`src/c2h_gen_pkg.sv`:
```
/* Widths are fixed by the DMA interface. The metadata word is always 64 bits and the bus
   carries whole copies of it */
package c2h_gen_pkg;

  localparam int QID_WIDTH  = 11;  // Queue ID
  localparam int LEN_WIDTH  = 16;  // Length and byte index
  localparam int META_WIDTH = 64;
  localparam int CRC_WIDTH  = 8;
  // Upper dword minus check byte, queue ID and control
  localparam int STUB_WIDTH = 32 - CRC_WIDTH - QID_WIDTH - 2;

  // One transfer as it moves from request slot to done queues
  typedef struct packed {
    logic [QID_WIDTH-1:0] qid;
    logic [LEN_WIDTH-1:0] len;
  } c2h_cmd_t;

  // Only two legal codes, 01 and 10 are reserved
  typedef enum logic [1:0] {
    META_PLAIN    = 2'b00,
    META_INVERTED = 2'b11
  } meta_ctrl_e;

  ////////////////////
  // Metadata word, high to low
  typedef struct packed {
    logic [CRC_WIDTH-1:0]  crc;       // XOR of 7-bit groups
    logic [STUB_WIDTH-1:0] stub;      // Random filler
    logic [QID_WIDTH-1:0]  qid;
    meta_ctrl_e            ctrl;      // Never inverted
    logic [LEN_WIDTH-1:0]  byte_idx;  // Offset of this beat
    logic [LEN_WIDTH-1:0]  len;       // Bytes in the transfer
  } meta_hdr_t;

  typedef enum logic {
    DRAIN_HOLD,   // Collect beats
    DRAIN_BURST   // Empty the FIFO
  } drain_state_e;

  typedef struct packed {
    logic start_now;  // Release the FIFO at once
    logic stop_now;   // Hold the FIFO regardless
  } drain_ctrl_t;

endpackage

```
`src/c2h_req_stage.sv`:
```
/* BYTE_CREDIT and MAX_CRDT are powers of two with BYTE_CREDIT below 64K.
   A zero credit count falls back to a single BYTE_CREDIT transfer */
module c2h_req_stage #(
  parameter int BYTE_CREDIT = 4096,
  parameter int MAX_CRDT    = 4
) (
  input  logic                              user_clk,
  input  logic                              user_reset_n,
  input  logic                              credit_vld_i,  // Credited queue offered
  input  logic [c2h_gen_pkg::QID_WIDTH-1:0] qid_i,
  input  logic [c2h_gen_pkg::LEN_WIDTH-1:0] credit_in_i,   // Descriptor credits
  input  logic [c2h_gen_pkg::LEN_WIDTH-1:0] req_len_i,     // Requested bytes
  input  logic                              take_i,        // Sequencer starts it
  output logic                              credit_rdy_o,
  output logic                              req_vld_o,
  output c2h_gen_pkg::c2h_cmd_t             req_cmd_o
);
  import c2h_gen_pkg::*;

  logic [LEN_WIDTH-1:0] eff_crdt;  // Credits capped at MAX_CRDT
  logic [LEN_WIDTH:0]   window;    // Bytes the capped credits cover
  logic [LEN_WIDTH:0]   rem;
  logic                 accept;
  c2h_cmd_t             new_cmd;

  assign credit_rdy_o = ~req_vld_o | take_i;  // Slot empty or emptying now
  assign accept       = credit_vld_i & credit_rdy_o;

  ////////////////////
  // Length rule
  always_comb begin
    eff_crdt    = (credit_in_i > MAX_CRDT) ? LEN_WIDTH'(MAX_CRDT) : credit_in_i;
    window      = (LEN_WIDTH+1)'(eff_crdt) * (LEN_WIDTH+1)'(BYTE_CREDIT);
    rem         = (window == '0) ? '0 : (req_len_i % window);
    new_cmd.qid = qid_i;
    new_cmd.len = (rem == '0) ? LEN_WIDTH'(BYTE_CREDIT) : rem[LEN_WIDTH-1:0];  // Never zero
  end

  always_ff @(posedge user_clk) begin
    if (!user_reset_n) begin
      req_vld_o <= 1'b0;
    end else if (accept) begin
      req_vld_o <= 1'b1;   // A take in the same cycle is replaced
    end else if (take_i) begin
      req_vld_o <= 1'b0;
    end
  end

  always_ff @(posedge user_clk) begin
    if (accept) begin
      req_cmd_o <= new_cmd;
    end
  end

  // Sequencer may only start what this slot holds
  a_take_needs_slot: assert property (@(posedge user_clk) disable iff (!user_reset_n)
    take_i |-> req_vld_o);

endmodule

```
`config.mk`:
```
export PLATFORM = sky130hd
export DESIGN_NAME = c2h_req_stage
export DESIGN_NICKNAME = d
export VERILOG_FILES = /design/src/c2h_gen_pkg.sv /design/src/c2h_req_stage.sv
export SDC_FILE = /design/constraint.sdc
export NUM_CORES = 1
export LEC_CHECK = 0
export ABC_CLOCK_PERIOD_IN_PS = 12200
export BUFFER_PORTS_ARGS = -buffer_cell sky130_fd_sc_hd__buf_2
export CAP_MARGIN = 40
export CELL_PAD_IN_SITES_DETAIL_PLACEMENT = 2
export CELL_PAD_IN_SITES_GLOBAL_PLACEMENT = 2
export CORE_MARGIN = 2
export CORE_UTILIZATION = 30
export CTS_CLUSTER_SIZE = 14
export DETAILED_ROUTE_END_ITERATION = 8
export PLACE_DENSITY = 0.92
export REMOVE_ABC_BUFFERS = 1
export SLEW_MARGIN = 30
export SYNTH_ARGS = -nofsm -noshare
export SYNTH_HDL_FRONTEND = slang
export SYNTH_SLANG_ARGS = --single-unit
```
`constraint.sdc`:
```
create_clock -name user_clk -period 12.2 [get_ports user_clk]
set_clock_uncertainty 0.2 [all_clocks]
set_input_delay 0.61 -clock user_clk [delete_from_list [all_inputs] [get_ports user_clk]]
set_output_delay 0.61 -clock user_clk [all_outputs]
set_load 0.01 [all_outputs]
```
==> results.json, run 1 <==
{
  "syn_inst": 167,
  "timing.reg2reg.setup_slack_ns": 10.59,
  "core_area_um2": 5820,
  "ios": 76,
  "register_area_um2": 831,
  "nets": 306,
  "io_buffers": 75,
  "min_period_over_period_pct": 58.1,
  "cp-start-kind": "primary input",
  "worst_slew_pin_slew_ns": 0.693,
  "whs_path_depth": 1,
  "layout_commonest_cell": "buf_2",
  "clk_latency_ns": 0.27,
  "clockRootBuffer": "clkbuf_8",
  "yosys_warnings": 0,
  "drt_iter0_drc": 72,
  "drcViolationCount": 0,
  "crit_path_max_fanout": 8,
  "gr-total-overflow": 0,
  "maxSlewViolCount": 0,
  "first_pass_iters": 6,
  "cts_num_sinks": 28,
  "outcome": "completed",
  "vias_per_cell": 5.21,
  "cap_violations": 0,
  "r2r_start": "req_vld_o",
  "num_vias": 1657,
  "post-cts-setup-buffers": 0,
  "p_leak_nw": 0.979,
  "grtUsageTotal_pct": 19.7,
  "ys_seq_area_share_pct": 46.7,
  "hold_path.class": "primary input to flop",
  "finalHoldViolations": 0,
  "syn_area_per_cell_um2": 10.7,
  "design.die.area_um2": 6570,
  "start_util_pct": 30.6,
  "utilization_pct": 39.5,
  "multi_input_area_um2": 913,
  "setup_viol_count_final": 0,
  "diodes": 0,
  "antenna_found_initial": 0,
  "worst_slew_margin_rel_pct": 53.8,
  "grt_first_pass_wirelength_um": 9510,
  "synth_edf_count": 27,
  "drtAntennaViolNets": 0,
  "netlist-cell-type-count": 45,
  "drive_above_1_share_pct": 36.6,
  "rsz0062_at_grt": "no",
  "wl_um": 6270,
  "ir_drop_mv": 0.0494,
  "worstPathRequired_ns": 12.10,
  "hold-path-endpoint": "req_cmd_o[16]",
  "period_needed_ns": 7.09,
  "fill_cells": 658,
  "place_congestion": 0.794,
  "ctsResizeCount": 0,
  "finalSetupTns_ns": 0,
  "layout_common_cells": "buf_2, edfxtp_1, ha_1",
  "hold_ws_ns": 0.301,
  "clockBufferDepth": 2,
  "hold_start": "qid_i[0]",
  "ys_ff_latch": 28,
  "r2r_end": "req_cmd_o[15]",
  "async_reset_ff_share_pct": 0,
  "crit_type": "primary input to flop",
  "crit_path_end_kind": "flop",
  "crit_path_start": "credit_in_i[10]",
  "ctsHtreeMaxLevel": 1,
  "cts_tree": "done",
  "cts.hold.buffers_added": 0,
  "area_delta_synth_final_pct": 28.9,
  "path_clk_slew_ns": 0.10,
  "die_w_um": 81.0,
  "grt_pass1_vias": 1780,
  "max_freq_mhz": 141,
  "post_drt_wl_per_cell_um": 19.7,
  "cp_data_arrival_time_ns": 6.99,
  "power_density_nw_per_um2": 98.0,
  "cts_buffers": 3,
  "die_h_um": 81.0,
  "hpwl_um": 5150,
  "grt_max_degree": 28,
  "totalPowerFinal_mw": 0.225,
  "ys.flop_type": "edfxtp_1",
  "rows": 28,
  "syn_area_um2": 1780,
  "rr_worst_depth": 2
}
## critical path: stages
cell and delay (ns):
buf_2 0.10, nor4_1 0.38, nand4_1 0.41, inv_1 0.28, nand2_1 0.18, ha_1 0.37, a21oi_1 0.21, nor2_1 0.07
nor2_1 0.09, o21ai_0 0.08, ha_1 0.34, o21bai_1 0.12, a21oi_1 0.08, a21oi_1 0.31, ha_1 0.35, a21o_1 0.20
o21ai_1 0.28, nand2_1 0.17, mux2i_1 0.41, ha_1 0.31, nand4_1 0.14, o41ai_2 0.47, a21oi_1 0.16, or3_1 0.34
o211ai_2 0.09, o31ai_2 0.13, o311ai_2 0.29
## report_power, final
| group | internal (mW) | switching (mW) |
|---|---|---|
| combinational | 0.0212 | 0.0293 |
| clock | 0.0289 | 0.0300 |
| sequential | 0.113 | 0.00236 |
| total | 0.163 | 0.0616 |
## metal layers
metal / vias up / GRT usage [%] / wire length, µm
met1: 812 / 22.6 / 2540
li1: 781 / - / -
met2: 54 / 36.0 / 3230
met4: 0 / 7.29 / 140
met5: - / 0 / 0
met3: 10 / 3.67 / 365
## area by class of cell
| type | instances | area share (%) |
|---|---|---|
| Tap cell | 75 | 4.09 |
| Clock buffer | 4 | 2.40 |
| Inverter | 7 | 1.15 |
| Sequential cell | 28 | 36.2 |
| Multi-Input combinational cell | 129 | 39.8 |
| Timing Repair Buffer | 75 | 16.4 |
## Yosys cell counts (3+ instances only)
master | instances | area (µm²)
nor2_1 | 11 | 41.3
o21ai_0 | 10 | 50.1
inv_1 | 7 | 26.3
nor3_1 | 4 | 20.0
clkbuf_1 | 5 | 18.8
and2_1 | 15 | 93.8
nand2b_1 | 4 | 25.0
edfxtp_1 | 27 | 811
nand2_1 | 9 | 33.8
ha_1 | 15 | 188
or4_1 | 3 | 22.5
a21oi_1 | 12 | 60.1
nor4_1 | 4 | 25.0
## state kept, by name, summed over array words and instances (netlist names)
register and cells:
req_cmd_o 27, req_vld_o 1
## worst max-delay path by stage
stage                         end  slack, ns  cells past startpoint
finish              req_cmd_o[12]       5.11                     27
global route        req_cmd_o[12]       4.50                     27
CTS                 req_cmd_o[12]       5.11                     27
detailed placement  req_cmd_o[12]       4.99                     27
global placement    req_cmd_o[12]       5.39                     27
floorplan           req_cmd_o[12]       6.21                     26
## metrics by stage
stage | std cells | worst slack, ns | area [µm²]
after global placement | 314 | 5.39 | 2240
final | 318 | 5.11 | 2290
after floorplan | 164 | 6.21 | 1770
after detailed placement | 314 | 4.99 | 2240
after CTS | 318 | 5.11 | 2290
after global routing | 318 | 4.50 | 2290
## kinds of logic after synthesis
group,share of synthesized area [%]
simple gates,19.9
compound gates,16.7
flops,46.7
fa+ha+maj,10.5
buf+inv,2.53
xor+xnor,1.48
mux,1.76
other cells,0.422
Power figures use the tool's default switching activity.
==> run 2: changes to the inputs <==
--- a/config.mk
+++ b/config.mk
@@ -5,16 +5,17 @@
 export SDC_FILE = /design/constraint.sdc
 export NUM_CORES = 1
 export LEC_CHECK = 0
-export ABC_CLOCK_PERIOD_IN_PS = 12200
+export ABC_AREA = 1
+export ABC_CLOCK_PERIOD_IN_PS = 7300
 export BUFFER_PORTS_ARGS = -buffer_cell sky130_fd_sc_hd__buf_2
 export CAP_MARGIN = 40
 export CELL_PAD_IN_SITES_DETAIL_PLACEMENT = 2
 export CELL_PAD_IN_SITES_GLOBAL_PLACEMENT = 2
 export CORE_MARGIN = 2
-export CORE_UTILIZATION = 30
+export CORE_UTILIZATION = 26
 export CTS_CLUSTER_SIZE = 14
 export DETAILED_ROUTE_END_ITERATION = 8
-export PLACE_DENSITY = 0.92
+export PLACE_DENSITY = 0.86
 export REMOVE_ABC_BUFFERS = 1
 export SLEW_MARGIN = 30
 export SYNTH_ARGS = -nofsm -noshare
==> constraint.sdc (replaced) <==
create_clock -name user_clk -period 7.3 [get_ports user_clk]
set_clock_uncertainty 0.2 [all_clocks]
set_input_delay 0.365 -clock user_clk [delete_from_list [all_inputs] [get_ports user_clk]]
set_output_delay 0.365 -clock user_clk [all_outputs]
set_load 0.01 [all_outputs]
==> run 2 against run 1 <==
Net effect:
- worst hold slack got worse by 0.26 ns
- routed wire length decreased by 8.5%
- utilization decreased by 4.3 points
- via count increased by 5.7%
- area after synthesis increased by 4.7%
- sequential power increased by 66%
- count of clock-buffer cells in the layout unchanged
- power increased by 66%
- first-iteration DRC count decreased by 36%
- synthesized cell count increased by 35%
- cell count increased by 25%
- non-clock buffer count increased by 1
==> results.json, run 2 <==
{
  "maxSlewViolCount": 0,
  "ys_seq_area_share_pct": 44.6,
  "period_needed_ns": 6.15,
  "grt_first_pass_wirelength_um": 9140,
  "finalSetupTns_ns": 0,
  "antenna_found_initial": 0,
  "grt_max_degree": 17,
  "swShare_pct": 27.7,
  "worst_slew_margin_rel_pct": 54.2,
  "finalHoldViolations": 0,
  "fill_cells": 810,
  "cp_common_cell": "nand2_1",
  "post-cts-setup-buffers": 0,
  "drtAntennaViolNets": 0,
  "diodes": 0,
  "ios": 76,
  "ctsHtreeMaxLevel": 1,
  "drive_above_1_share_pct": 30.5,
  "die_h_um": 88.7,
  "clockBufferDepth": 2,
  "gr-total-overflow": 0,
  "synthTopCellsByArea": "edfxtp_1, nand2_1, ha_1",
  "drt_iter0_drc": 46,
  "max_freq_mhz": 163,
  "core_area_um2": 6870,
  "worst_slew_pin_slew_ns": 0.688,
  "first_pass_iters": 4,
  "cp_data_arrival_time_ns": 6.00,
  "ir_drop_mv": 0.0637,
  "wl_um": 5740,
  "r2r_start": "req_vld_o",
  "rows": 30,
  "syn_area_per_cell_um2": 8.29,
  "crit_type": "primary input to flop",
  "yosysMostFrequentCell": "nand2_1",
  "min_period_over_period_pct": 84.2,
  "syn_area_um2": 1860,
  "worstPathRequired_ns": 7.16,
  "ys_ff_latch": 28,
  "finalWorstSetupSlack_ns": 1.15,
  "switching_power_mw": 0.104,
  "synth_largest_area_cell": "edfxtp_1",
  "layout_common_cells": "buf_2, nand2_1, inv_1",
  "cts_num_sinks": 28,
  "crit_buf_inv": 6,
  "largest_reg_flops": 27,
  "post_drt_wl_per_cell_um": 14.4,
  "synth_top_cells_by_count": "nand2_1, inv_1, edfxtp_1",
  "ys.flop_type": "edfxtp_1",
  "post-place-ws_ns": 0.755,
  "largest_register": "req_cmd_o",
  "crit_family": "simple AND/OR/NAND/NOR gates",
  "netlist-cell-type-count": 32,
  "clockRootBuffer": "clkbuf_8",
  "cp-start-kind": "primary input",
  "setup_viol_count_final": 0,
  "pwr-share-comb_pct": 22.1,
  "die_w_um": 88.7,
  "design.die.area_um2": 7860,
  "totalPowerFinal_mw": 0.374,
  "p_leak_nw": 1.28,
  "p_clk_share_pct": 26.7,
  "cts.hold.buffers_added": 0,
  "ctsResizeCount": 0,
  "vias_per_cell": 4.40,
  "clk_latency_ns": 0.29,
  "hold_start": "qid_i[9]",
  "area_delta_synth_final_pct": 29.5,
  "async_reset_ff_share_pct": 0,
  "internal_power_mw": 0.271,
  "rsz0062_at_grt": "no",
  "grtUsageTotal_pct": 15.4,
  "drcViolationCount": 0,
  "cts_buffers": 3,
  "crit_path_max_fanout": 5,
  "cts_tree": "done",
  "layout_commonest_cell": "buf_2",
  "nets": 365,
  "crit_path_start": "credit_in_i[12]",
  "hpwl_um": 4970,
  "outcome": "completed",
  "grt_pass1_vias": 1917,
  "cap_violations": 0,
  "syn_inst": 225,
  "pwr-share-seq_pct": 51.3,
  "synth.top_cell.area_share_pct": 43.5,
  "slowest_stage": "a2111oi_0",
  "path_clk_slew_ns": 0.10,
  "top_regs": "req_cmd_o x27, req_vld_o x1",
  "cp_slowest_stage_delay_ns": 0.41,
  "start_util_pct": 27.1,
  "power_density_nw_per_um2": 155,
  "synth_edf_count": 27,
  "yosys_warnings": 0,
  "hold_path.class": "primary input to flop",
  "io_buffers": 75,
  "place_congestion": 0.757,
  "num_vias": 1751,
  "crit_path_end_kind": "flop",
  "utilization_pct": 35.2
}
==> run 2: worst reg2reg max path, delay by kind of cell (launching register included) <==
kind	cells	cell delay [ns]
AOI/OAI and AO/OA	1	0.55
buffers and inverters	1	0.37
DFF	1	0.35
==> run 2: final timing paths <==
check | to | slack (ns) | cells past startpoint
worst max-delay path | req_cmd_o[12] | 1.15 | 45
worst min-delay path | req_cmd_o[25] | 0.05 | 1
worst max register to register | req_cmd_o[9] | 5.52 | 2
worst min register to register | req_vld_o | 0.37 | 2
==> run 2: metal layers <==
layer	GRT usage (%)	wire, µm
met1	16.4	2180
met2	30.4	3200
met4	7.02	105
met5	0	0
met3	0.933	243
==> run 2: logic make-up (layout without fill, tap and decap cells) <==
group / count (synthesis) / in the layout / synth area share, %
compound gates: 18 / 18 / 6.58
xor+xnor: 5 / 5 / 2.35
fa+ha+maj: 15 / 15 / 10.1
buf+inv: 47 / 122 / 9.60
flops: 28 / 28 / 44.6
other cells: 2 / 4 / 0.403
simple gates: 110 / 110 / 26.4
==> run 2: area by class of cell <==
type / instances / area [µm²] / area share, %
clock buffer: 4 / 55.1 / 2.28
inverter: 42 / 160 / 6.63
sequential: 28 / 831 / 34.4
multi-input combinational: 152 / 866 / 35.9
tap: 96 / 120 / 4.97
timing repair buffer: 76 / 383 / 15.9
==> run 2: metrics by stage <==
stage                     instances  hold WS (ns)  cell area [µm²]
after floorplan                 222         0.264             1850
after global placement          394         0.318             2360
after detailed placement        394         0.345             2360
after CTS                       398        0.0408             2410
after global routing            398        0.0418             2410
final                           398        0.0450             2410
==> run 2: power by group through the flow <==
stage                     logic [mW]  clock network, mW  registers [mW]
after floorplan               0.0401                  0           0.201
after CTS                     0.0840              0.101           0.192
after global routing          0.0935              0.106           0.193
after global placement        0.0782                  0           0.195
after detailed placement      0.0833                  0           0.196
final                         0.0826             0.0999           0.192
