==> src/c2h_gen_pkg.sv <==
/* Widths are fixed by the DMA interface. The metadata word is always 64 bits and the bus
   carries whole copies of it */
package c2h_gen_pkg;

  localparam int QID_WIDTH  = 11;  // Queue ID
  localparam int LEN_WIDTH  = 16;  // Length and byte index
  localparam int META_WIDTH = 64;
  localparam int CRC_WIDTH  = 8;
  // Upper dword minus check byte, queue ID and control
  localparam int STUB_WIDTH = 32 - CRC_WIDTH - QID_WIDTH - 2;

  // One transfer as it moves from request slot to done queues
  typedef struct packed {
    logic [QID_WIDTH-1:0] qid;
    logic [LEN_WIDTH-1:0] len;
  } c2h_cmd_t;

  // Only two legal codes, 01 and 10 are reserved
  typedef enum logic [1:0] {
    META_PLAIN    = 2'b00,
    META_INVERTED = 2'b11
  } meta_ctrl_e;

  ////////////////////
  // Metadata word, high to low
  typedef struct packed {
    logic [CRC_WIDTH-1:0]  crc;       // XOR of 7-bit groups
    logic [STUB_WIDTH-1:0] stub;      // Random filler
    logic [QID_WIDTH-1:0]  qid;
    meta_ctrl_e            ctrl;      // Never inverted
    logic [LEN_WIDTH-1:0]  byte_idx;  // Offset of this beat
    logic [LEN_WIDTH-1:0]  len;       // Bytes in the transfer
  } meta_hdr_t;

  typedef enum logic {
    DRAIN_HOLD,   // Collect beats
    DRAIN_BURST   // Empty the FIFO
  } drain_state_e;

  typedef struct packed {
    logic start_now;  // Release the FIFO at once
    logic stop_now;   // Hold the FIFO regardless
  } drain_ctrl_t;

endpackage

==> src/c2h_meta_gen.sv <==
/* DATA_WIDTH is a multiple of 64 and SEED is nonzero. The random source free-runs,
   so stub and inversion can change while a beat waits for the FIFO */
module c2h_meta_gen #(
  parameter int          DATA_WIDTH = 64,
  parameter logic [31:0] SEED       = 32'hb105f00d
) (
  input  logic                              user_clk,
  input  logic                              user_reset_n,
  input  c2h_gen_pkg::c2h_cmd_t             cur_cmd_i,
  input  logic [c2h_gen_pkg::LEN_WIDTH-1:0] byte_idx_i,
  output logic [DATA_WIDTH-1:0]             beat_data_o
);
  import c2h_gen_pkg::*;

  logic [31:0] rand_q;
  meta_ctrl_e  ctrl;
  meta_hdr_t   hdr;       // Before inversion
  meta_hdr_t   inv_mask;  // All ones except the control field
  meta_hdr_t   hdr_raw;   // As sent on the bus

  // 32-bit LFSR, taps 32 22 2 1
  always_ff @(posedge user_clk) begin
    if (!user_reset_n) begin
      rand_q <= SEED;
    end else begin
      rand_q <= {rand_q[30:0], rand_q[31] ^ rand_q[21] ^ rand_q[1] ^ rand_q[0]};
    end
  end

  assign ctrl = rand_q[8] ? META_PLAIN : META_INVERTED;  // Random inversion

  ////////////////////
  // Header fields
  always_comb begin
    hdr          = '0;
    hdr.stub     = rand_q[STUB_WIDTH-1:0];
    hdr.qid      = cur_cmd_i.qid;
    hdr.ctrl     = ctrl;
    hdr.byte_idx = byte_idx_i;
    hdr.len      = cur_cmd_i.len;
    for (int i = 0; i < CRC_WIDTH; i++) begin
      hdr.crc[i] = ^hdr[7*i +: 7];  // Bits 7i to 7i+6
    end
    inv_mask      = '1;
    inv_mask.ctrl = META_PLAIN;
    hdr_raw       = (ctrl == META_INVERTED) ? (hdr ^ inv_mask) : hdr;
  end

  assign beat_data_o = {(DATA_WIDTH / META_WIDTH){hdr_raw}};  // Same word in every lane

endmodule

==> config.mk <==
export PLATFORM = sky130hd
export DESIGN_NAME = c2h_meta_gen
export DESIGN_NICKNAME = d
export VERILOG_FILES = /design/src/c2h_gen_pkg.sv /design/src/c2h_meta_gen.sv
export SDC_FILE = /design/constraint.sdc
export NUM_CORES = 1
export LEC_CHECK = 0
export BUFFER_PORTS_ARGS = -buffer_cell sky130_fd_sc_hd__buf_2
export CAP_MARGIN = 20
export CORE_MARGIN = 2
export CORE_UTILIZATION = 47
export DETAILED_ROUTE_END_ITERATION = 8
export GPL_ROUTABILITY_DRIVEN = 1
export PLACE_DENSITY_LB_ADDON = 0.05
export SYNTH_ARGS = -nofsm -noshare
export SYNTH_HDL_FRONTEND = slang
export SYNTH_SLANG_ARGS = --single-unit
==> constraint.sdc <==
create_clock -name user_clk -period 2.5 [get_ports user_clk]
set_clock_uncertainty 0.2 [all_clocks]
set_input_delay 0.25 -clock user_clk [delete_from_list [all_inputs] [get_ports user_clk]]
set_output_delay 0.25 -clock user_clk [all_outputs]
set_load 0.005 [all_outputs]
==> impl_metrics.ini, run 1 <==
[grt]
grt_max_degree = 33
grt_pass1_vias = 1196
antenna_found_initial = 0
grt-ovfl-total = 0
grt_pass1_wl_mm = 5.30
grtUsageTotal_pct = 15.8

[flow_run]
max-cap-violations = 0

[yosys]
synth.top_cell.area_share_pct = 44.5
syn_inst = 178
ys_seq_elements = 32
synth_area_leaders = xnor2_1 (44%), dfxtp_1 (35%), and2_1 (6.4%)
synth_nets = 223
synth-edff-count = 0
yosysSeqAreaShare_pct = 34.6
synth_area_per_cell_um2 = 10.4
synth.cells.most_frequent = xnor2_1 (94), dfxtp_1 (32), and2_1 (19), nand2b_1 (12), xnor2_2 (6)
synth_top_area_cell = xnor2_1
yosysMostFrequentCell = xnor2_1
synth_cell_types = 12
yosysWarnings = 0
synthFlopType = dfxtp_1
ys_async_sr_fraction_pct = 0
synth_area_mm2 = 0.00185

[power]
p_per_area_mw_per_mm2 = 596
p_comb_share_pct = 29.8
leakage_nw = 1.04
intPower_mw = 1.10
swShare_pct = 26.2
seqPwrFrac_pct = 38.1
switchingPower_uw = 390
peakVddDrop_mv = 0.610
p_clk_share_pct = 32.1

[placement]
place.gp.congestion = 0.746
hpwlAfterDp_mm = 2.89
port_buffers = 107
preCtsSetupSlack_ps = 784
placed_cell_area_mm2 = 0.00239

[clock_network]
post_cts_buffers = 0
ctsLongestPathBuffers = 2
cts-htree-levels = 2
clock-root-buffer = clkbuf_8
clk_pin_slew_ps = 60
cts-hold-fix-buffers = 0
cts.repair.resized = 0
cts_tree = yes
cts_buffers = 5
cts.sinks = 32
clkLatencyLatePin_ps = 280

[final_layout]
fin_util_pct = 67.2
drive_above_1_share_pct = 44.0
syn2layout_area_growth_pct = 34.9
n_antenna_cell = 0
reg.largest.list = rand_q: 32 flops
largest_reg_flops = 32
regMostFlops = rand_q
nets = 328
design_area_mm2 = 0.00250
n_fill_cell = 333

[worst_hold_path]
min_path_type = in2reg

[worst_setup_path]
rrSetupSlack_ps = 1160
start_kind = flop
cpMostUsedCell = xnor2_1
required_ps = 2050
critPathArrivalTime_ps = 1550
cp_cell_sequence = xnor2_2 -> xnor2_1 -> xnor2_1 -> buf_2
worst-path-buf-inv = 1
crit_type = reg2out
critPathTopFamily = flip-flops
cp_slowest_cell = dfxtp_4
cp_slowest_stage_delay_ps = 650
crit_fanout = 27
cp-end-kind = primary output

[route]
drtAntennaViolNets = 0
avgRoutedWirePerCell_um = 10.7
wl_mm = 3.56
drc = 0
vias = 1385
viasPerCell = 4.17
first_iter_violations = 12
firstDrtPassIters = 6

[outcome]
status = completed

[floorplanning]
rows = 22
die_h_um = 66.8
ioPinCount = 109
initial_core_util_pct = 49.8
dieArea_mm2 = 0.00446
die_w_um = 66.8
coreArea_mm2 = 0.00372

[timing]
slew_viol_final = 0
holdWs_ps = 149
hold_violations = 0
worst_slack_ps = 500
min_period_ps = 2000
setup_viol = 0
clock.fmax_ghz = 0.500
setup_tns_ps = 0
fin_crit_sh_pct = 80.0
rsz0062_at_grt = no
## per-stage QoR
step	std cells	power [mW]
4_1_cts	332	1.51
2_1_floorplan	178	0.845
3_5_place_dp	324	1.03
5_1_grt	332	1.58
6_report	332	1.49
3_3_place_gp	324	1.03
## logic make-up after synthesis
kind of cell | share of synthesized area (%)
flip-flops | 34.6
other | 0.203
AND/OR/NAND/NOR | 10.7
XOR/XNOR | 49.7
buffers and inverters | 4.80
## layout make-up
type                    instances  area, um2  share of cell area, %
clock buffers                   5       68.8                   2.75
clock inverters                 3       41.3                   1.65
inverters                       1       3.75                  0.150
multi-input cells             133       1120                   44.9
flip-flops and latches         32        644                   25.8
well taps                      48       60.1                   2.40
repair buffers                110        558                   22.3
## power by group through the flow
| stage | clock [mW] | combinational [mW] | sequential, mW |
|---|---|---|---|
| after floorplan | 0 | 0.274 | 0.571 |
| after global placement | 0 | 0.450 | 0.580 |
| after detailed placement | 0 | 0.452 | 0.580 |
| after CTS | 0.491 | 0.453 | 0.569 |
| after global routing | 0.516 | 0.488 | 0.572 |
| final | 0.478 | 0.444 | 0.568 |
## layer usage
metal	vias up	GRT usage (%)	wire length, um
met1	597	20.1	1530
met3	4	4.73	341
met4	0	6.89	44
met5	-	0	0
li1	729	-	-
met2	55	24.6	1640
## path summary, 6_finish.rpt
kind / startpoint / endpoint / cells past startpoint
max: rand_q[8]$_SDFF_PN0_ / beat_data_o[57] / 4
min: user_reset_n / rand_q[0]$_SDFF_PN1_ / 2
max reg2reg: rand_q[8]$_SDFF_PN0_ / rand_q[9]$_SDFF_PN0_ / 2
min reg2reg: rand_q[15]$_SDFF_PN1_ / rand_q[16]$_SDFF_PN1_ / 1
## worst register-to-register path, cell delays in order, from the launching register on
cell and delay, ps:
dfxtp_4 650, buf_4 300, and2_1 140
## placed cells by master (no fill, tap or decap), drive strengths merged
cell	n
xnor2	100
nand2	1
clkinv	1
dfxtp	32
buf	110
nand2b	12
conb	1
bufinv	1
inv	2
and2	19
clkbuf	5
Note: power is estimated with default switching activity, not from simulation.
==> inputs of run 2 (changes only) <==
--- a/config.mk
+++ b/config.mk
@@ -5,10 +5,11 @@
 export SDC_FILE = /design/constraint.sdc
 export NUM_CORES = 1
 export LEC_CHECK = 0
+export ABC_AREA = 1
 export BUFFER_PORTS_ARGS = -buffer_cell sky130_fd_sc_hd__buf_2
 export CAP_MARGIN = 20
 export CORE_MARGIN = 2
-export CORE_UTILIZATION = 47
+export CORE_UTILIZATION = 48
 export DETAILED_ROUTE_END_ITERATION = 8
 export GPL_ROUTABILITY_DRIVEN = 1
 export PLACE_DENSITY_LB_ADDON = 0.05
==> constraint.sdc (replaced) <==
create_clock -name user_clk -period 2 [get_ports user_clk]
set_clock_uncertainty 0.2 [all_clocks]
set_input_delay 0.2 -clock user_clk [delete_from_list [all_inputs] [get_ports user_clk]]
set_output_delay 0.2 -clock user_clk [all_outputs]
set_load 0.005 [all_outputs]
==> impl_metrics.ini, run 2 <==
[outcome]
status = completed

[clock_network]
cts_buffers = 5
clkLatencyLatePin_ps = 270
cts-hold-fix-buffers = 0
clk_pin_slew_ps = 60
clock-root-buffer = clkbuf_8
cts.sinks = 32
ctsLongestPathBuffers = 2
cts-htree-levels = 2
cts_tree = yes

[final_layout]
syn2layout_area_growth_pct = 26.6
final_cell_mix = nand2_1 (184), buf_2 (107), inv_1 (89)
regMostFlops = rand_q
largest_reg_flops = 32
reg.largest.list = rand_q: 32 flops
fin_util_pct = 62.1
n_antenna_cell = 0
nets = 565
final_common_cell = nand2_1
drive_above_1_share_pct = 25.3

[timing]
setup_viol = 0
clock.fmax_ghz = 0.559
rsz0062_at_grt = no
slew_viol_final = 0
holdWs_ps = 65.8
worst_slack_ps = 210
min_period_ps = 1790
fin_crit_sh_pct = 89.5
setup_tns_ps = 0
hold_violations = 0

[grt]
antenna_found_initial = 0
grt_pass1_vias = 1762
grt_max_degree = 22
grtUsageTotal_pct = 15.4
grt_pass1_wl_mm = 7.16
grt-ovfl-total = 0

[yosys]
syn_inst = 411
synth_nets = 456
yosysWarnings = 0
synth_cell_types = 22
yosysMostFrequentCell = nand2_1
synth_area_per_cell_um2 = 6.02
ys_async_sr_fraction_pct = 0
synthFlopType = dfxtp_1
synth_area_leaders = nand2_1 (28%), dfxtp_1 (26%), xnor2_1 (18%)
synth.cells.most_frequent = nand2_1 (184), inv_1 (89), xnor2_1 (50), dfxtp_1 (32), nor2_1 (20)
yosysSeqAreaShare_pct = 25.9
synth.top_cell.area_share_pct = 27.9
synth-edff-count = 0
synth_top_area_cell = nand2_1
ys_seq_elements = 32
synth_area_mm2 = 0.00247

[floorplanning]
dieArea_mm2 = 0.00575
ioPinCount = 109
die_h_um = 75.8
rows = 26
coreArea_mm2 = 0.00504
die_w_um = 75.8
initial_core_util_pct = 49.1

[flow_run]
max-cap-violations = 0

[worst_setup_path]
start_kind = flop
crit_fanout = 11
cp-end-kind = primary output
required_ps = 1600
crit_type = reg2out
critPathArrivalTime_ps = 1390

[route]
firstDrtPassIters = 5
wl_mm = 4.77
drc = 0
viasPerCell = 4.02
vias = 2373
first_iter_violations = 46
drtAntennaViolNets = 0
avgRoutedWirePerCell_um = 8.07

[placement]
place.gp.congestion = 0.732
port_buffers = 107
hpwlAfterDp_mm = 3.94
preCtsSetupSlack_ps = 443

[power]
leakage_nw = 2.00
peakVddDrop_mv = 0.816
p_per_area_mw_per_mm2 = 541

[worst_hold_path]
min_path_type = in2reg
==> run 2: cell types whose count changed in the layout (fill, tap and decap cells not counted), moves of 6 or more <==
cell,change
nand2b_1,-12
xor2_1,+7
inv_1,+88
nand2_1,+183
and2_1,-19
nor2_1,+20
buf_4,+6
xnor2_1,-44
==> run 2: final cells by class <==
| class | instances | area (um2) |
|---|---|---|
| fillers | 488 | 1910 |
| repair buffers | 116 | 603 |
| well taps | 70 | 87.6 |
| inverters | 90 | 338 |
| flip-flops and latches | 32 | 644 |
| clock buffers | 8 | 90.1 |
| multi-input cells | 275 | 1370 |
==> run 2: what timing repair did <==
| item | CTS | global route |
|---|---|---|
| resized for setup | 0 | 0 |
| buffers inserted | 0 | 3 |
| setup endpoints to repair | 0 | 2 |
==> run 2: power breakdown <==
| group | internal, mW | switching, mW | total [mW] | leakage (nW) |
|---|---|---|---|---|
| registers | 0.671 | 0.0292 | 0.700 | 0.266 |
| logic | 0.244 | 0.260 | 0.504 | 1.69 |
| clock network | 0.280 | 0.210 | 0.490 | 0.0455 |
==> run 2: per-layer routing <==
| layer | vias to the layer above | share of wire [%] | track usage [%] |
|---|---|---|---|
| met5 | - | 0 | 0 |
| met4 | 0 | 0.65 | 2.92 |
| met3 | 6 | 6.9 | 3.31 |
| met2 | 64 | 43 | 24.7 |
| met1 | 945 | 49 | 21.4 |
| li1 | 1358 | - | - |
==> run 2: critical path: stages, from the launching register on <==
cell     delay, ps
dfxtp_4        380
inv_2          150
nand2_1         70
nand2_1         80
inv_1           50
nand2_1         50
nand2_1         80
inv_1           60
nand2_1         40
nand2_1         50
buf_2          100
==> run 2: cell families after synthesis <==
group | after synthesis | synth area share [%]
buf+inv | 104 | 18.8
other cells | 1 | 0.152
flops | 32 | 25.9
compound gates | 2 | 0.505
simple gates | 213 | 33.2
xor+xnor | 59 | 21.5
==> run 2: path summary, 6_finish.rpt <==
| check | startpoint | to | slack, ps | cells past startpoint |
|---|---|---|---|---|
| setup / recovery | rand_q[8]$_SDFF_PN0_ | beat_data_o[63] | 210 | 10 |
| hold reg to reg | rand_q[30]$_SDFF_PN0_ | rand_q[31]$_SDFF_PN1_ | 200 | 2 |
| setup reg to reg | rand_q[0]$_SDFF_PN1_ | rand_q[0]$_SDFF_PN1_ | 850 | 3 |
| hold / removal | user_reset_n | rand_q[3]$_SDFF_PN1_ | 70 | 2 |
==> run 2: through the flow <==
step,area (um2),std cells,power [mW]
after floorplan,2470,411,1.02
after global placement,3020,580,1.21
after detailed placement,3020,580,1.22
after CTS,3110,588,1.71
after global routing,3130,591,1.83
final,3130,591,1.69
==> inputs of run 3 (changes only) <==
==> constraint.sdc (replaced) <==
create_clock -name user_clk -period 2 [get_ports user_clk]
set_clock_uncertainty 0.2 [all_clocks]
set_input_delay 0.4 -clock user_clk [delete_from_list [all_inputs] [get_ports user_clk]]
set_output_delay 0.4 -clock user_clk [all_outputs]
set_load 0.005 [all_outputs]
==> impl_metrics.ini, run 3 (synthesis results as in run 2) <==
[grt]
grt_max_degree = 23
grt_pass1_vias = 1877
grtUsageTotal_pct = 16.2
grt_pass1_wl_mm = 7.43
grt-ovfl-total = 0
antenna_found_initial = 0

[final_layout]
largest_reg_flops = 32
stdcell_count = 600
reg.largest.list = rand_q: 32 flops
nets = 574
fin_util_pct = 66.4
design_area_mm2 = 0.00335
final_cell_mix = nand2_1 (166), buf_2 (107), inv_1 (86)
drive_above_1_share_pct = 31.5
syn2layout_area_growth_pct = 35.2
n_antenna_cell = 0
register_area_um2 = 644
n_fill_cell = 472
final_common_cell = nand2_1
regMostFlops = rand_q
multi_input_area_mm2 = 0.00146

[worst_setup_path]
rrSetupSlack_ps = 840
cp_slowest_cell = dfxtp_4
crit_fanout = 8
r2r_cells = 3
r2r_end = rand_q[0]$_SDFF_PN1_
cp_cell_sequence = buf_6 -> nand2_1 -> nand2_2 -> nand2_2 -> inv_1 -> nor2_1 -> nand2_1 -> nand2_1 -> buf_2
required_ps = 1400
start_kind = flop
reg2reg_from = rand_q[0]$_SDFF_PN1_
crit_type = reg2out
critPathArrivalTime_ps = 1400
cpMostUsedCell = nand2_1
cp_slowest_stage_delay_ps = 400
cp-end-kind = primary output

[floorplanning]
die_h_um = 75.8
ioPinCount = 109
die_w_um = 75.8
initial_core_util_pct = 49.1
coreArea_mm2 = 0.00504
rows = 26
dieArea_mm2 = 0.00575

[clock_network]
ctsLongestPathBuffers = 2
cts_tree = yes
clock-root-buffer = clkbuf_8
clkLatencyLatePin_ps = 280
cts-htree-levels = 2
clk_pin_slew_ps = 60
cts_buffers = 5
cts.sinks = 32

[power]
power_mw = 1.76
p_comb_share_pct = 30.2
peakVddDrop_mv = 0.581
switchingPower_uw = 515
leakage_nw = 2.08
swShare_pct = 29.3
p_clk_share_pct = 30.0
p_per_area_mw_per_mm2 = 526
seqPwrFrac_pct = 39.9
intPower_mw = 1.24

[route]
wl_mm = 5.08
drc = 0
first_iter_violations = 77
vias = 2427
firstDrtPassIters = 4
viasPerCell = 4.05
drtAntennaViolNets = 0
avgRoutedWirePerCell_um = 8.47

[flow_run]
max-cap-violations = 0

[timing]
worst_slack_ps = 3.56
setup_viol = 0
min_period_ps = 2000
holdWs_ps = 202
clock.fmax_ghz = 0.501
hold_violations = 0
slew_viol_final = 0
fin_crit_sh_pct = 99.8
rsz0062_at_grt = yes
setup_tns_ps = 0

[placement]
place.gp.congestion = 0.779
dp_cells = 581
preCtsSetupSlack_ps = 227
hpwlAfterDp_mm = 3.96
placed_cell_area_mm2 = 0.00303
port_buffers = 107

[worst_hold_path]
min_path_type = reg2reg
whs_endpoint = rand_q[12]$_SDFF_PN1_
holdCritStartpoint = rand_q[11]$_SDFF_PN0_
holdPathStages = 2

[outcome]
status = completed
-- run 3: changes by cell type in the layout (fill, tap and decap cells not counted), moves of 2 or more --
cell / before / now
buf_6: 0 / 7
inv_2: 1 / 3
inv_1: 89 / 86
buf_8: 0 / 2
xnor2_1: 50 / 48
nand2_1: 184 / 166
nand2_2: 4 / 21
-- run 3: cell type report --
cell class                 count  share of cell area [%]
multi-input combinational    275                    43.5
timing repair buffer         125                    21.3
clock buffer                   8                    2.99
inverter                      90                    10.3
sequential                    32                    19.3
tap                           70                    2.62
-- run 3: metal layers --
layer | track usage, % | wire (um)
met4 | 2.92 | 33
met1 | 21.1 | 2410
met5 | 0 | 0
met2 | 27.4 | 2300
met3 | 3.97 | 336
-- run 3: how the worst max path moves through the flow --
stage                         start               to  slack (ps)  cells past startpoint
2_1_floorplan  rand_q[8]$_SDFF_PN0_  beat_data_o[57]         440                      9
3_3_place_gp   rand_q[8]$_SDFF_PN0_  beat_data_o[61]         250                      8
3_5_place_dp   rand_q[8]$_SDFF_PN0_  beat_data_o[61]         230                      9
4_1_cts        rand_q[8]$_SDFF_PN0_  beat_data_o[63]         -20                     10
5_1_grt        rand_q[8]$_SDFF_PN0_  beat_data_o[57]        -100                      9
6_report       rand_q[8]$_SDFF_PN0_  beat_data_o[57]           4                      9
-- run 3: power by group through the flow --
stage,combinational (mW),sequential (mW),clock [mW]
after floorplan,0.318,0.702,0
after global placement,0.497,0.714,0
after detailed placement,0.506,0.716,0
after CTS,0.510,0.701,0.550
after global routing,0.615,0.706,0.572
final,0.530,0.701,0.527
-- run 3: critical path, delay by kind of cell (launching register included) --
family | cells | cell delay [ps]
buf+inv | 3 | 290
flops | 1 | 400
simple gates | 6 | 430
-- run 3: what timing repair did --
action / in CTS / in global routing
hold buffers: 0 / 0
endpoints found under the setup margin: 12 / 14
resized for setup: 0 / 41
buffers inserted: 4 / 7
pin swaps: 0 / 13
cloned: 0 / 0
